[src/common/host_pkg.sv]
// Widths, address map and mailbox register offsets shared by every host domain RTL file
package host_pkg;

  localparam int unsigned ADDR_W = 32;
  localparam int unsigned DATA_W = 32;
  localparam int unsigned STRB_W = DATA_W / 8;

  typedef logic [ADDR_W-1:0] addr_t;
  typedef logic [DATA_W-1:0] data_t;
  typedef logic [STRB_W-1:0] strb_t;

  // L2 scratchpad geometry, word interleaved over the banks
  localparam int unsigned NB_L2_BANKS    = 8;
  localparam int unsigned L2_BANK_SIZE   = 1024;
  localparam int unsigned L2_BANK_ADDR_W = $clog2(L2_BANK_SIZE);
  localparam int unsigned L2_BANK_SEL_W  = $clog2(NB_L2_BANKS);

  // Address map
  localparam addr_t L2_BASE   = 32'h1C00_0000;
  localparam addr_t L2_SIZE   = addr_t'(NB_L2_BANKS * L2_BANK_SIZE * 4);
  localparam addr_t MBOX_BASE = 32'h1040_0000;
  localparam addr_t MBOX_SIZE = 32'h0000_1000;

  // Mailbox register offsets inside its window
  localparam addr_t MBOX_DOORBELL_OFS   = 32'h0000_0000;
  localparam addr_t MBOX_COMPLETION_OFS = 32'h0000_0004;

  // Answer for accesses that hit no window
  localparam data_t DEFAULT_RDATA = 32'hDEADF000;

  typedef enum logic [1:0] {
    TGT_L2   = 2'd0,
    TGT_MBOX = 2'd1,
    TGT_NONE = 2'd2
  } target_e;

endpackage

[src/common/host_bus_if.sv]
// Fixed-latency request/response bus from the host crossbar to one of its targets
`timescale 1ns/1ps

interface host_bus_if
  import host_pkg::*;
();

  // Request, a single-cycle pulse with the offset inside the target window
  logic  req;
  logic  we;
  addr_t addr;
  data_t wdata;
  strb_t be;

  // Response, valid for exactly one cycle after req
  logic  rvalid;
  data_t rdata;

  modport master (
    output req,
    output we,
    output addr,
    output wdata,
    output be,
    input  rvalid,
    input  rdata
  );

  modport slave (
    input  req,
    input  we,
    input  addr,
    input  wdata,
    input  be,
    output rvalid,
    output rdata
  );

endinterface

[src/rtl/mailbox_regs.sv]
// Host to cluster mailbox, doorbell and completion registers that drive the two interrupts
`timescale 1ns/1ps

module mailbox_regs
  import host_pkg::*;
(
  input  logic      clk_i,
  input  logic      rst_n_i,
  host_bus_if.slave bus,
  output logic      doorbell_irq_o,
  output logic      completion_irq_o
);

  data_t doorbell_q;
  data_t completion_q;
  data_t rdata_q;
  logic  rvalid_q;
  logic  sel_doorbell;
  logic  sel_completion;

  function automatic data_t merge_bytes(data_t old_val, data_t new_val, strb_t be);
    data_t res;
    res = old_val;
    for (int b = 0; b < STRB_W; b++) begin
      if (be[b]) begin
        res[b*8 +: 8] = new_val[b*8 +: 8];
      end
    end
    return res;
  endfunction

  assign sel_doorbell   = (bus.addr == MBOX_DOORBELL_OFS);
  assign sel_completion = (bus.addr == MBOX_COMPLETION_OFS);

  always_ff @(posedge clk_i or negedge rst_n_i) begin
    if (!rst_n_i) begin
      doorbell_q   <= '0;
      completion_q <= '0;
      rvalid_q     <= 1'b0;
    end else begin
      rvalid_q <= bus.req;
      if (bus.req && bus.we) begin
        if (sel_doorbell) begin
          doorbell_q <= merge_bytes(doorbell_q, bus.wdata, bus.be);
        end
        if (sel_completion) begin
          completion_q <= merge_bytes(completion_q, bus.wdata, bus.be);
        end
      end
    end
  end

  // Unknown offsets read as zero
  always_ff @(posedge clk_i) begin
    if (bus.req) begin
      if (sel_doorbell)        rdata_q <= doorbell_q;
      else if (sel_completion) rdata_q <= completion_q;
      else                     rdata_q <= '0;
    end
  end

  assign bus.rvalid = rvalid_q;
  assign bus.rdata  = rdata_q;

  // Any nonzero value holds the interrupt high
  assign doorbell_irq_o   = |doorbell_q;
  assign completion_irq_o = |completion_q;

endmodule

[src/flat_wrapper.sv]
// flat-port wrapper written by rule: the top's interface ports become plain ports
module mailbox_regs_flat import host_pkg::*;
  (clk_i, rst_n_i, doorbell_irq_o, completion_irq_o, bus_req, bus_we, bus_addr, bus_wdata, bus_be, bus_rvalid, bus_rdata);
  host_bus_if bus_i ();
  input  logic clk_i;
  input  logic rst_n_i;
  output logic doorbell_irq_o;
  output logic completion_irq_o;
  input wire logic [$bits(bus_i.req)-1:0] bus_req;
  input wire logic [$bits(bus_i.we)-1:0] bus_we;
  input wire logic [$bits(bus_i.addr)-1:0] bus_addr;
  input wire logic [$bits(bus_i.wdata)-1:0] bus_wdata;
  input wire logic [$bits(bus_i.be)-1:0] bus_be;
  output wire logic [$bits(bus_i.rvalid)-1:0] bus_rvalid;
  output wire logic [$bits(bus_i.rdata)-1:0] bus_rdata;
  assign bus_i.req = bus_req;
  assign bus_i.we = bus_we;
  assign bus_i.addr = bus_addr;
  assign bus_i.wdata = bus_wdata;
  assign bus_i.be = bus_be;
  assign bus_rvalid = bus_i.rvalid;
  assign bus_rdata = bus_i.rdata;
  mailbox_regs u_core (.clk_i(clk_i), .rst_n_i(rst_n_i), .bus(bus_i), .doorbell_irq_o(doorbell_irq_o), .completion_irq_o(completion_irq_o));
endmodule
[config.mk]
export PLATFORM = sky130hd
export DESIGN_NAME = mailbox_regs_flat
export DESIGN_NICKNAME = d
export VERILOG_FILES = /design/src/common/host_pkg.sv /design/src/common/host_bus_if.sv /design/src/rtl/mailbox_regs.sv /design/src/flat_wrapper.sv
export SDC_FILE = /design/constraint.sdc
export NUM_CORES = 1
export LEC_CHECK = 0
export BUFFER_PORTS_ARGS = -buffer_cell sky130_fd_sc_hd__buf_2
export CAP_MARGIN = 20
export CORE_MARGIN = 1
export CORE_UTILIZATION = 38
export CTS_BUF_LIST = sky130_fd_sc_hd__clkbuf_8
export DETAILED_ROUTE_END_ITERATION = 7
export PLACE_DENSITY_LB_ADDON = 0.08
export SLEW_MARGIN = 20
export SYNTH_ARGS = -nofsm -noshare
export SYNTH_HDL_FRONTEND = slang
export SYNTH_SLANG_ARGS = --single-unit
[constraint.sdc]
create_clock -name clk_i -period 1.49 [get_ports clk_i]
set_clock_uncertainty 0.1 [all_clocks]
set_input_delay 0.0745 -clock clk_i [delete_from_list [all_inputs] [get_ports clk_i]]
set_output_delay 0.0745 -clock clk_i [all_outputs]
set_load 0.005 [all_outputs]
**Yosys cells after proc, flatten, opt, wreduce, memory -nomap -nowiden**

Index checks and enable logic that the tools add are counted.

- Muxes and demuxes: 2
- Reduce and logical (&&, ||, !) cells: 12
- Equal/unequal tests: 1

Operators by type and width:

| operator | number |
|---|---|
| $mux W32 | 2 |
| $reduce_or A32 Y1 | 2 |
| $eq A32 B3 Y1 const B | 1 |
| $logic_not A32 Y1 | 1 |
| $reduce_and A3 Y1 | 8 |
| $logic_and A1 B1 Y1 | 1 |

- Word-level logic and storage cells: 25
- Output and inout bits: 35
- Bits in registers: 97
- Bits of input ports: 72

**Logic depth before layout (Yosys ltp)**

- Depth in word-level cells: 3
- Gate-level depth with buffers: 6
- Depth with buffers taken out: 4

**Worst setup path after synthesis**

Ideal clock, no wire load.

- Path type: input port to flip-flop
- From: input bus_addr[21]
- To: register u_core.doorbell_q[0]
- Data arrival time: 1677 ps
- Cell stages on the path: 4
- Buffers on the path: 0
- Slack: -412 ps
- Required time: 1265 ps
- Library setup time: 125 ps
- Cells stage by stage: nor4_1 -> nand4_2 -> nor3_2 -> mux2_2

- Word-level cells in the longest chain between the ends: 2

RTL lines:

| what | line | text |
|---|---|---|
| start, declared | flat_wrapper.sv:11 | `input wire logic [$bits(bus_i.addr)-1:0] bus_addr;` |
| $logic_not A32 Y1 | mailbox_regs.sv:32 | `assign sel_doorbell = (bus.addr == MBOX_DOORBELL_OFS);` |
| $reduce_and A3 Y1 (no line) | -- |  |
| end signal, assigned | mailbox_regs.sv:44 | `doorbell_q <= merge_bytes(doorbell_q, bus.wdata, bus.be);` |
| end, declared | mailbox_regs.sv:14 | `data_t doorbell_q;` |

No other way between the ends.
A chain may end at the register's enable or synchronous reset.

**Final worst setup path**

- From: register u_core.doorbell_q[12]
- To: output doorbell_irq_o

- Word-level cells in the longest chain between the ends: 1

RTL lines:

| what | line | text |
|---|---|---|
| $reduce_or A32 Y1 | mailbox_regs.sv:66 | `assign doorbell_irq_o = \|doorbell_q;` |
| end, declared | flat_wrapper.sv:7 | `output logic doorbell_irq_o;` |

No other way between the ends.

==> reports/results.ini <==
[cts]
clk_path_buf_depth = 2
cts_root_buffer = clkbuf_8
cts_max_level = 3
cts_tree = done
clk_pin_slew_ns = 0.10
worstSkewPairLatency_ns = 0.36
cts_num_sinks = 97
cts_buffers = 9

[sta]
slew_headroom = 0.720
fin_crit_ns = 1.92
fin_ws_ns = -0.426
rsz0062_at_grt = true
setup_violations = 6
max_freq_mhz = 522
fin_crit_sh = 1.29
finalHoldViolations = 0
worstMarginPinSlew_ns = 0.419
final-max-slew-violation-count = 0
timing.hold.ws_ns = 0.0500

[cells_and_area]
fin_cells = 632
finalNetCount = 563
area_growth_pct = 53.4
drive_gt1_frac = 0.565
diodes = 0
final_util = 0.610

[placement]
post-place-cells = 576
port_buffers = 106
place_ws_ns = -0.431
dp_hpwl_um = 7400
gp_congestion = 0.736

[pwr]
p_switching_uw = 1140
switching_share = 0.232
p_seq_frac = 0.571
powerDensity_nw_per_um2 = 769
pwr-share-comb = 0.084
ir_drop_mv = 0.414
leakagePower_uw = 0.00305
p_int_uw = 3770
pwr-share-clk = 0.344

[routing]
ant_nets = 0
drt_iter0_markers = 120
finalWirelength_um = 10700
first_pass_iters = 4
post_drt_wl_per_cell_um = 17.0
viasPerCell = 4.89
drcViolationCount = 0
vias = 3090

[logic_synthesis]
ys_top_cells_by_count = dfrtp_1, mux2_2, edfxtp_1, mux2i_1, nor2_1
synth-edff-count = 32
syn_nets = 353
avgSynthCellArea_um2 = 14.8
synth_top_cell_by_area = dfrtp_1
ys.flop_type = dfrtp_1
synth_area_um2 = 4160
yosysMostFrequentCell = dfrtp_1
synth_cell_type_count = 16
synth-seq-cells = 97
synth_cells = 281
ys_seq_area_frac = 0.622
ys_top_cells_by_area = dfrtp_1, edfxtp_1, mux2_2
yosysWarnings = 0
async_flop_share = 0.670
yosys.area.top_type_share = 0.391

[worst_hold_path]
min_path_cells = 2
holdPathEnd = u_core.bus.rvalid
hold_path_class = input pin to register
worstHoldStart = bus_req

[critical_path]
arrival_ns = 1.74
critPathMaxStageDelay_ns = 0.41
start_kind = register
critical_path_depth = 5
worst-r2r-cell-count = 4
r2r_slack_ns = 0.30
critPathBufInv = 2
cp_slowest_cell = dfrtp_1
cp-startpoint = u_core.doorbell_q[12]
r2r-end = u_core.bus.rdata[27]
cp_max_fo = 3
endpoint_kind = output pin
cp.required_ns = 1.32
crit_family = simple AND/OR/NAND/NOR gates
crit_chain = nor4_1 -> buf_4 -> nand4_1 -> or2_4 -> buf_6
timing.rr.start = u_core.doorbell_q[27]
path_class = register to output pin

[floorplan]
die_width_um = 107
core_um2 = 10500
initial_utilization = 0.397
io_pins = 107
dieArea_um2 = 11400
die_h_um = 107
rows = 37

[run_status]
violations = setup timing
status = finished, violations left

[grt]
grt_antenna_before_repair = 0
grt_pass1_wl_um = 16700
track_usage = 0.196
grt_max_degree = 66
grt-ovfl-total = 0
grt_pass1_vias = 3260

[job]
maxCapViolations = 0

[per-layer routing]
layer  vias to the layer above  wire, um  global-route usage
met5                         -         0                   0
met3                        10       401              0.0274
li1                       1485         -                   -
met2                        77      5250               0.324
met4                         0       137              0.0734
met1                      1518      4930               0.262
[worst max-delay path by stage]
stage and end:
2_1_floorplan u_core.doorbell_q[0], 3_3_place_gp u_core.completion_q[7], 3_5_place_dp u_core.completion_q[20], 4_1_cts doorbell_irq_o, 5_1_grt doorbell_irq_o, 6_report doorbell_irq_o
[what timing repair did]
action / 4_1_cts / 5_1_grt
cloned: 0 / 1
setup endpoints to repair: 26 / 36
hold buffers: 33 / 0
pin swaps: 8 / 7
gates resized for setup: 14 / 41
hold endpoints to repair: 129 / 0
setup buffers: 5 / 1
[power by group through the flow]
stage          Combinational (uW)  Sequential [uW]  Clock [uW]
2_1_floorplan                65.9             2870           0
3_3_place_gp                  339             2860           0
3_5_place_dp                  341             2860           0
4_1_cts                       408             2800        1720
5_1_grt                       450             2810        1810
6_report                      414             2800        1690
[cell usage in the layout, fill, tap and decap left out, drive strengths merged]
cell         netlist  layout
mux2i             32      32
inv                1       3
clkinv             0       4
nor4              28      28
edfxtp            32      32
nand4              7       7
dfrtp             65      65
buf                0     173
nor2              32      32
bufinv             0       1
mux2              64      64
or2                3       3
dlygate4sd3        0      33
nand3              4       4
nor3               5       5
clkbuf             8      10
[area by class of cell]
cell class / instances / area (um2)
sequential: 97 / 2590
multi-input combinational: 175 / 1890
inverter: 1 / 3.75
clock buffer: 9 / 124
clock inverter: 7 / 62.6
fill: 871 / 4080
timing repair buffer: 207 / 1540
tap: 136 / 170
[cells by family after synthesis]
family	share of synthesized area
DFF	0.622
muxes	0.250
and+or+nand+nor	0.119
buffers and inverters	0.00812
[through the flow]
step | area, um2 | power, uW | TNS [ns]
CTS | 6170 | 4930 | -0.920
floorplan | 4380 | 2940 | -19.85
detailed placement | 5540 | 3200 | -29.69
global placement | 5540 | 3200 | -28.42
global route | 6380 | 5070 | -2.43
finish | 6380 | 4910 | -0.876
[registers in the layout, indices dropped and copies added, names as in the netlist]
signal,cells
u_core.completion_q,32
u_core.doorbell_q,32
u_core.bus.rdata,32
u_core.bus.rvalid,1
No activity file was read; power rests on OpenSTA's default activity.
