File: config.mk
export PLATFORM = sky130hd
export DESIGN_NAME = host_xbar_flat
export DESIGN_NICKNAME = d
export VERILOG_FILES = /design/src/common/host_pkg.sv /design/src/common/host_bus_if.sv /design/src/rtl/host_xbar.sv /design/src/flat_wrapper.sv
export SDC_FILE = /design/constraint.sdc
export NUM_CORES = 1
export LEC_CHECK = 0
export BUFFER_PORTS_ARGS = -buffer_cell sky130_fd_sc_hd__buf_2
export CAP_MARGIN = 30
export CORE_AREA = 2 2 122 124
export CTS_CLUSTER_DIAMETER = 200
export DETAILED_ROUTE_END_ITERATION = 7
export DIE_AREA = 0 0 124 126
export PLACE_DENSITY = 0.63
export SLEW_MARGIN = 20
export SYNTH_ARGS = -nofsm -noshare
export SYNTH_HDL_FRONTEND = slang
export SYNTH_SLANG_ARGS = --single-unit
File: constraint.sdc
create_clock -name clk_i -period 4.03 [get_ports clk_i]
set_clock_uncertainty 0.1 [all_clocks]
set_input_delay 0.403 -clock clk_i [delete_from_list [all_inputs] [get_ports clk_i]]
set_output_delay 0.403 -clock clk_i [all_outputs]
set_load 0.05 [all_outputs]
File: src/common/host_pkg.sv
// Widths, address map and mailbox register offsets shared by every host domain RTL file
package host_pkg;

  localparam int unsigned ADDR_W = 32;
  localparam int unsigned DATA_W = 32;
  localparam int unsigned STRB_W = DATA_W / 8;

  typedef logic [ADDR_W-1:0] addr_t;
  typedef logic [DATA_W-1:0] data_t;
  typedef logic [STRB_W-1:0] strb_t;

  // L2 scratchpad geometry, word interleaved over the banks
  localparam int unsigned NB_L2_BANKS    = 8;
  localparam int unsigned L2_BANK_SIZE   = 1024;
  localparam int unsigned L2_BANK_ADDR_W = $clog2(L2_BANK_SIZE);
  localparam int unsigned L2_BANK_SEL_W  = $clog2(NB_L2_BANKS);

  // Address map
  localparam addr_t L2_BASE   = 32'h1C00_0000;
  localparam addr_t L2_SIZE   = addr_t'(NB_L2_BANKS * L2_BANK_SIZE * 4);
  localparam addr_t MBOX_BASE = 32'h1040_0000;
  localparam addr_t MBOX_SIZE = 32'h0000_1000;

  // Mailbox register offsets inside its window
  localparam addr_t MBOX_DOORBELL_OFS   = 32'h0000_0000;
  localparam addr_t MBOX_COMPLETION_OFS = 32'h0000_0004;

  // Answer for accesses that hit no window
  localparam data_t DEFAULT_RDATA = 32'hDEADF000;

  typedef enum logic [1:0] {
    TGT_L2   = 2'd0,
    TGT_MBOX = 2'd1,
    TGT_NONE = 2'd2
  } target_e;

endpackage

File: src/common/host_bus_if.sv
// Fixed-latency request/response bus from the host crossbar to one of its targets
`timescale 1ns/1ps

interface host_bus_if
  import host_pkg::*;
();

  // Request, a single-cycle pulse with the offset inside the target window
  logic  req;
  logic  we;
  addr_t addr;
  data_t wdata;
  strb_t be;

  // Response, valid for exactly one cycle after req
  logic  rvalid;
  data_t rdata;

  modport master (
    output req,
    output we,
    output addr,
    output wdata,
    output be,
    input  rvalid,
    input  rdata
  );

  modport slave (
    input  req,
    input  we,
    input  addr,
    input  wdata,
    input  be,
    output rvalid,
    output rdata
  );

endinterface

File: src/rtl/host_xbar.sv
// Host entry port, decodes each request to L2, mailbox or dummy target and returns one response
`timescale 1ns/1ps

module host_xbar
  import host_pkg::*;
(
  input  logic       clk_i,
  input  logic       rst_n_i,
  input  logic       req_valid_i,
  output logic       req_ready_o,
  input  logic       req_we_i,
  input  addr_t      req_addr_i,
  input  data_t      req_wdata_i,
  input  strb_t      req_be_i,
  output logic       rsp_valid_o,
  input  logic       rsp_ready_i,
  output data_t      rsp_rdata_o,
  output logic       rsp_err_o,
  host_bus_if.master l2_bus,
  host_bus_if.master mbox_bus
);

  typedef enum logic [1:0] {ST_IDLE, ST_ISSUE, ST_WAIT, ST_RESP} state_e;

  state_e  state_q, state_d;
  target_e tgt_d, tgt_q;
  addr_t   l2_ofs, mbox_ofs, ofs_d;
  addr_t   ofs_q;
  logic    we_q;
  data_t   wdata_q;
  strb_t   be_q;
  data_t   rdata_q;
  logic    err_q;
  logic    accept, rsp_take, tgt_done;

  assign accept   = req_valid_i && req_ready_o;
  assign rsp_take = rsp_valid_o && rsp_ready_i;

  // Unsigned wrap makes one compare per window enough
  assign l2_ofs   = req_addr_i - L2_BASE;
  assign mbox_ofs = req_addr_i - MBOX_BASE;

  always_comb begin
    tgt_d = TGT_NONE;
    ofs_d = req_addr_i;
    if (l2_ofs < L2_SIZE) begin
      tgt_d = TGT_L2;
      ofs_d = l2_ofs;
    end else if (mbox_ofs < MBOX_SIZE) begin
      tgt_d = TGT_MBOX;
      ofs_d = mbox_ofs;
    end
  end

  // Unmapped requests finish without a bus cycle
  assign tgt_done = (tgt_q == TGT_NONE) ||
                    (tgt_q == TGT_L2 && l2_bus.rvalid) ||
                    (tgt_q == TGT_MBOX && mbox_bus.rvalid);

  always_comb begin
    state_d = state_q;
    case (state_q)
      ST_IDLE:  if (accept) state_d = ST_ISSUE;
      ST_ISSUE: state_d = ST_WAIT;
      ST_WAIT:  if (tgt_done) state_d = ST_RESP;
      ST_RESP:  if (rsp_take) state_d = ST_IDLE;
      default:  state_d = ST_IDLE;
    endcase
  end

  always_ff @(posedge clk_i or negedge rst_n_i) begin
    if (!rst_n_i) begin
      state_q <= ST_IDLE;
      tgt_q   <= TGT_NONE;
    end else begin
      state_q <= state_d;
      if (accept) tgt_q <= tgt_d;
    end
  end

  always_ff @(posedge clk_i) begin
    if (accept) begin
      ofs_q   <= ofs_d;
      we_q    <= req_we_i;
      wdata_q <= req_wdata_i;
      be_q    <= req_be_i;
    end
    if (state_q == ST_WAIT && tgt_done) begin
      err_q <= (tgt_q == TGT_NONE);
      if (tgt_q == TGT_NONE) rdata_q <= DEFAULT_RDATA;
      else if (we_q)         rdata_q <= '0;
      else if (tgt_q == TGT_L2) rdata_q <= l2_bus.rdata;
      else                   rdata_q <= mbox_bus.rdata;
    end
  end

  assign req_ready_o = (state_q == ST_IDLE);
  assign rsp_valid_o = (state_q == ST_RESP);
  assign rsp_rdata_o = rdata_q;
  assign rsp_err_o   = err_q;

  assign l2_bus.req   = (state_q == ST_ISSUE) && (tgt_q == TGT_L2);
  assign l2_bus.we    = we_q;
  assign l2_bus.addr  = ofs_q;
  assign l2_bus.wdata = wdata_q;
  assign l2_bus.be    = be_q;

  assign mbox_bus.req   = (state_q == ST_ISSUE) && (tgt_q == TGT_MBOX);
  assign mbox_bus.we    = we_q;
  assign mbox_bus.addr  = ofs_q;
  assign mbox_bus.wdata = wdata_q;
  assign mbox_bus.be    = be_q;

endmodule

File: src/flat_wrapper.sv
// flat-port wrapper written by rule: the top's interface ports become plain ports
module host_xbar_flat import host_pkg::*;
  (clk_i, rst_n_i, req_valid_i, req_ready_o, req_we_i, req_addr_i, req_wdata_i, req_be_i, rsp_valid_o, rsp_ready_i, rsp_rdata_o, rsp_err_o, l2_bus_req, l2_bus_we, l2_bus_addr, l2_bus_wdata, l2_bus_be, l2_bus_rvalid, l2_bus_rdata, mbox_bus_req, mbox_bus_we, mbox_bus_addr, mbox_bus_wdata, mbox_bus_be, mbox_bus_rvalid, mbox_bus_rdata);
  host_bus_if l2_bus_i ();
  host_bus_if mbox_bus_i ();
  input  logic clk_i;
  input  logic rst_n_i;
  input  logic req_valid_i;
  output logic req_ready_o;
  input  logic req_we_i;
  input  addr_t req_addr_i;
  input  data_t req_wdata_i;
  input  strb_t req_be_i;
  output logic rsp_valid_o;
  input  logic rsp_ready_i;
  output data_t rsp_rdata_o;
  output logic rsp_err_o;
  output wire logic [$bits(l2_bus_i.req)-1:0] l2_bus_req;
  output wire logic [$bits(l2_bus_i.we)-1:0] l2_bus_we;
  output wire logic [$bits(l2_bus_i.addr)-1:0] l2_bus_addr;
  output wire logic [$bits(l2_bus_i.wdata)-1:0] l2_bus_wdata;
  output wire logic [$bits(l2_bus_i.be)-1:0] l2_bus_be;
  input wire logic [$bits(l2_bus_i.rvalid)-1:0] l2_bus_rvalid;
  input wire logic [$bits(l2_bus_i.rdata)-1:0] l2_bus_rdata;
  output wire logic [$bits(mbox_bus_i.req)-1:0] mbox_bus_req;
  output wire logic [$bits(mbox_bus_i.we)-1:0] mbox_bus_we;
  output wire logic [$bits(mbox_bus_i.addr)-1:0] mbox_bus_addr;
  output wire logic [$bits(mbox_bus_i.wdata)-1:0] mbox_bus_wdata;
  output wire logic [$bits(mbox_bus_i.be)-1:0] mbox_bus_be;
  input wire logic [$bits(mbox_bus_i.rvalid)-1:0] mbox_bus_rvalid;
  input wire logic [$bits(mbox_bus_i.rdata)-1:0] mbox_bus_rdata;
  assign l2_bus_req = l2_bus_i.req;
  assign l2_bus_we = l2_bus_i.we;
  assign l2_bus_addr = l2_bus_i.addr;
  assign l2_bus_wdata = l2_bus_i.wdata;
  assign l2_bus_be = l2_bus_i.be;
  assign l2_bus_i.rvalid = l2_bus_rvalid;
  assign l2_bus_i.rdata = l2_bus_rdata;
  assign mbox_bus_req = mbox_bus_i.req;
  assign mbox_bus_we = mbox_bus_i.we;
  assign mbox_bus_addr = mbox_bus_i.addr;
  assign mbox_bus_wdata = mbox_bus_i.wdata;
  assign mbox_bus_be = mbox_bus_i.be;
  assign mbox_bus_i.rvalid = mbox_bus_rvalid;
  assign mbox_bus_i.rdata = mbox_bus_rdata;
  host_xbar u_core (.clk_i(clk_i), .rst_n_i(rst_n_i), .req_valid_i(req_valid_i), .req_ready_o(req_ready_o), .req_we_i(req_we_i), .req_addr_i(req_addr_i), .req_wdata_i(req_wdata_i), .req_be_i(req_be_i), .rsp_valid_o(rsp_valid_o), .rsp_ready_i(rsp_ready_i), .rsp_rdata_o(rsp_rdata_o), .rsp_err_o(rsp_err_o), .l2_bus(l2_bus_i), .mbox_bus(mbox_bus_i));
endmodule
Word level (Yosys, flattened, before mapping) --
Index checks and enable logic that the tools add are counted.
Operators by class: reduce and logical (&&, ||, !) cells 13, add/subtract/negate cells 2, equality and inequality tests 8, order comparisons 2, muxes and demuxes 10
Operators with widths (count):
- $mux 32 | 4
- $sub 32x29->32 const B | 2
- $lt 32x13->1 const B | 1
- $lt 32x16->1 const B | 1
- $mux 2 | 5
- $pmux 2 s4 | 1
- $logic_and 1x1->1 | 7
- $eq 2x2->1 const B | 3
- $eq 2x1->1 const B | 2
- $logic_not 2->1 | 2
- $ne 2x2->1 const B | 2
- $reduce_and 3->1 | 1
- $logic_or 1x1->1 | 2
- $ne 2x1->1 const B | 1
- $reduce_or 2->1 | 1
Word-level totals: logic and storage cells 44, bits of input ports 139, register bits after elaboration 106, output and inout bits 175

Depth between registers and ports, before layout --
depth after elaboration 6, depth in mapped cells 8, gate-level depth less buffers 7

Worst setup path before layout --
OpenSTA, ideal clock, no wires.
kind reg2reg, from reg u_core.state_q[0], to reg u_core.tgt_q[1], data required time 3.845 ns, library setup time 0.085 ns, slack 0.928 ns, period minus slack after synthesis 3.102 ns, data arrival time 2.916 ns, cell stages (with the launch flop) 6, buffers on the path 0, cell sequence dfrtp_1 inv_1 ha_1 nand2_1 inv_1 mux2_2
On the way: cells in the longest elaborated chain, start to end 2
RTL lines:
- start: declaration | line host_xbar.sv:25 | state_e state_q, state_d;
- start signal: assignment | line host_xbar.sv:76 | state_q <= state_d;
- $logic_not 2->1 | line host_xbar.sv:97 | assign req_ready_o = (state_q == ST_IDLE);
- net req_ready_o | line flat_wrapper.sv:9 | output logic req_ready_o;
- $logic_and 1x1->1 | line host_xbar.sv:36 | assign accept = req_valid_i && req_ready_o;
- net u_core.accept | line host_xbar.sv:34 | logic accept, rsp_take, tgt_done;
- end signal: assignment | line host_xbar.sv:77 | if (accept) tgt_q <= tgt_d;
- end: declaration | line host_xbar.sv:26 | target_e tgt_d, tgt_q;
The timed path passes the listed nets, and every way through them passes these cells. A chain may end at the register's enable or synchronous reset.

Worst setup path in the final report --
from in req_addr_i[23], to reg u_core.tgt_q[0]
On the way: cells in the longest elaborated chain, start to end 4, elaborated cells on any way between the ends 6
RTL lines:
- start: declaration | line flat_wrapper.sv:11 | input addr_t req_addr_i;
- $sub 32x29->32 | line host_xbar.sv:41 | assign mbox_ofs = req_addr_i - MBOX_BASE;
- $lt 32x13->1 | line host_xbar.sv:49 | end else if (mbox_ofs < MBOX_SIZE) begin
- $mux 2 | line host_xbar.sv:49
- $mux 2 * | line host_xbar.sv:46 | if (l2_ofs < L2_SIZE) begin
Mark *: on every way between the ends. The rest lies on a longest branch, timed or not.

==> impl_metrics.toml <==
[floorplanning]
ios = 314
rows = 44
die_y_microns = 126
die_w_microns = 124
start_util_pct = 32.82
die-area_sq_um = 15620
fp.coreArea_sq_um = 14310

[clock_tree]
clk_path_buf_depth = 2
cts.htree.levels = 3
clock_sinks = 106
worst_skew_pair.late_latency_ps = 350
numCtsBuffers = 9
cts.reportedPaths.clkPinSlew_ps = 80
clockRootBuffer = "clkbuf_16"
tritoncts = "done"
cts_resized = 0

[power_and_ir_drop]
power_mw = 4.196
p_sw_share_pct = 44.72
p_clk_share_pct = 21.6
pwr-share-comb_pct = 40.7
p_per_area_nw_per_um2 = 663.9
p_switching_mw = 1.876
p_leak_nw = 2.723
power.internal_mw = 2.319
max-vdd-ir-drop_uv = 346.0
seqPwrFrac_pct = 37.6

[flow_run]
maxCapViolCount = 0

[yosys]
synth-seq-cells = 106
syn-num-nets = 494
synth_seq_area_share_pct = 67.35
synthDistinctLibCells = 37
ys_async_sr_fraction_pct = 3.774
synth_area_sq_um = 4698
ys_warn_count = 0
synth_flop_cell = "edfxtp_1"
avgSynthCellArea_sq_um = 13.66
synth_edf_count = 102
syn_inst = 344

[status]
outcome = "finished, final reports clean"

[place]
dp_cells = 762
routabilityCongestion = 0.9431
placed_area_sq_um = 5958
hpwl_microns = 9584
port_buffers = 313

[timing]
final-setup-viol-count = 0
tightestPinTransition_ps = 864.0
hold_viol_final = 0
fin_crit_ps = 2216
timing.fmax_mhz = 451.3
rsz0062_at_grt = "false"
slew_violations = 0
period_share_pct = 54.99
maxSlewHeadroom_pct = 42.28
finalSetupTns_ps = 0

[cells_and_area]
drive_above_1_share_pct = 57.45
diodes = 0
post-route-util_pct = 44.15
syn_to_final_growth_pct = 34.51
fillCellCount = 1362
fin_nets = 742
design_area_sq_um = 6320
fin_cells = 781

[routing]
drt_iter0_markers = 164
post-route-drc-count = 0
viasPerCell = 4.513
drt_pass1_iterations = 4
wl_per_cell_microns = 15.66
dr_total_vias = 3525
postRouteAntennaNets = 0
drt-total-wl_microns = 12230

[global_route]
antenna_found_initial = 0
grt_pass1_vias = 3338
grt-ovfl-total = 0
grt_max_degree = 47
grt_use_total_pct = 14.90
grt_pass1_wl_microns = 17420

[setup_path]
crit_type = "in -> reg"
cp_max_fo = 5
end_kind = "flip-flop"
cp-start-kind = "primary input"
cp.arrival_ps = 2350
max_stage_delay_ps = 390
crit_required_ps = 4160
cp_slowest_cell = "a211oi_2"
crit_chain = "buf_2 -> inv_1 -> ha_1 -> nor3b_1 -> nand3_1 -> a211oi_2 -> and3b_1 -> mux2_1"

[hold_path]
hp-class = "in -> reg"
[worst max-delay path, delay by kind of cell]
family	cells	cell delay (ps)
and+or+nand+nor	3	820
muxes	1	300
buffers and inverters	2	230
adders and majority gates	1	200
AOI/OAI and AO/OA	1	390
[cell families (layout without fill, tap and decap cells)]
logic type               Yosys count  in the layout  share of synthesized area [%]
flip-flops                       106            106                          67.35
buffers and inverters             96            349                          13.26
AO/OA/AOI/OAI                     61             61                          8.309
AND/OR/NAND/NOR                   61             61                          6.258
adder cells (fa/ha/maj)           11             11                          2.929
multiplexers                       5              5                          1.145
XOR/XNOR                           4              4                         0.7458
[power groups by stage]
stage / registers [mW] / clock network [mW] / logic (mW)
global placement: 1.60 / 0 / 1.67
detailed placement: 1.61 / 0 / 1.68
finish: 1.58 / 0.907 / 1.71
global route: 1.61 / 0.984 / 1.78
floorplan: 2.21 / 0 / 0.772
CTS: 1.59 / 0.933 / 1.68
[Yosys cell counts (3+ instances only)]
master	n	share of area, %
edfxtp_1	102	65
buf_4	70	11
nor2_1	21	1.7
a21oi_1	17	1.8
a22oi_1	17	2.7
nand2_1	17	1.4
o21ai_0	17	1.8
clkbuf_1	13	1.0
inv_1	13	1.0
ha_1	11	2.9
nor2b_1	5	0.67
nand3_1	4	0.43
and3b_1	3	0.56
dfrtp_1	3	1.6
xnor2_1	3	0.56
[layer usage]
| metal | GRT usage [%] | wire length (microns) | vias to the layer above | share of wire [%] |
|---|---|---|---|---|
| li1 | - | - | 1668 | - |
| met1 | 17.87 | 4855 | 1678 | 40 |
| met2 | 25.37 | 6269 | 162 | 51 |
| met3 | 3.080 | 825 | 17 | 6.7 |
| met4 | 7.006 | 276 | 0 | 2.3 |
| met5 | 0 | 0 | - | 0 |
[sequential cells by signal (all words and copies together) (netlist names)]
signal               cells
u_core.l2_bus.addr      32
u_core.l2_bus.we         1
u_core.rsp_err_o         1
u_core.l2_bus.be         4
u_core.tgt_q             2
u_core.state_q           2
u_core.l2_bus.wdata     32
u_core.rsp_rdata_o      32
[cell usage in the layout (no fill, tap or decap), types with 2 or more instances in the layout]
master       n
nor3_1       2
dfrtp_1      3
nand2_1     17
clkbuf_16    9
o21ai_0     17
nor2b_1      4
ha_1        11
edfxtp_1   102
and2_1       2
mux2i_1      2
nor4_1       2
buf_12       2
inv_1       12
nand3_1      4
mux2_2       2
buf_4        4
a22oi_1     17
buf_2      313
inv_6        4
xnor2_1      3
nor3b_1      2
nor2_1      21
a21oi_1     17
and3b_1      3
[path summary, 6_finish.rpt]
| kind | depth (start not counted) | endpoint | slack, ps | start |
|---|---|---|---|---|
| min in group asynchronous | 2 | u_core.state_q[1] | 300 | rst_n_i |
| setup reg to reg | 3 | u_core.rsp_rdata_o[14] | 1950 | u_core.l2_bus.we |
| hold reg to reg | 1 | u_core.state_q[1] | 480 | u_core.state_q[1] |
| max in group asynchronous | 2 | u_core.tgt_q[1] | 3320 | rst_n_i |
| setup / recovery | 8 | u_core.tgt_q[0] | 1810 | req_addr_i[23] |
| hold / removal | 1 | u_core.l2_bus.addr[11] | 120 | req_addr_i[11] |
[cell type report]
type                       instances  area, sq um  area share, %
clock buffer                       9        225.2          3.564
multi-input combinational        142        918.4          14.53
sequential                       106         3164          50.07
timing repair buffer             320         1647          26.05
inverter                          13        48.80         0.7721
tap                              184        230.2          3.643
clock inverter                     7        86.33          1.366
[per-stage QoR]
step	setup slack (ps)	hold slack, ps
4_1_cts	1624	105.2
3_3_place_gp	1520	122.7
5_1_grt	1625	103.6
6_report	1814	124.0
2_1_floorplan	928.4	7.409
3_5_place_dp	1470	121.3
[repair_timing]
action / 4_1_cts / 5_1_grt
setup buffers: 0 / 0
hold endpoints to repair: 4 / 0
hold buffers: 1 / 0
Note: power is estimated with default switching activity, not from simulation.
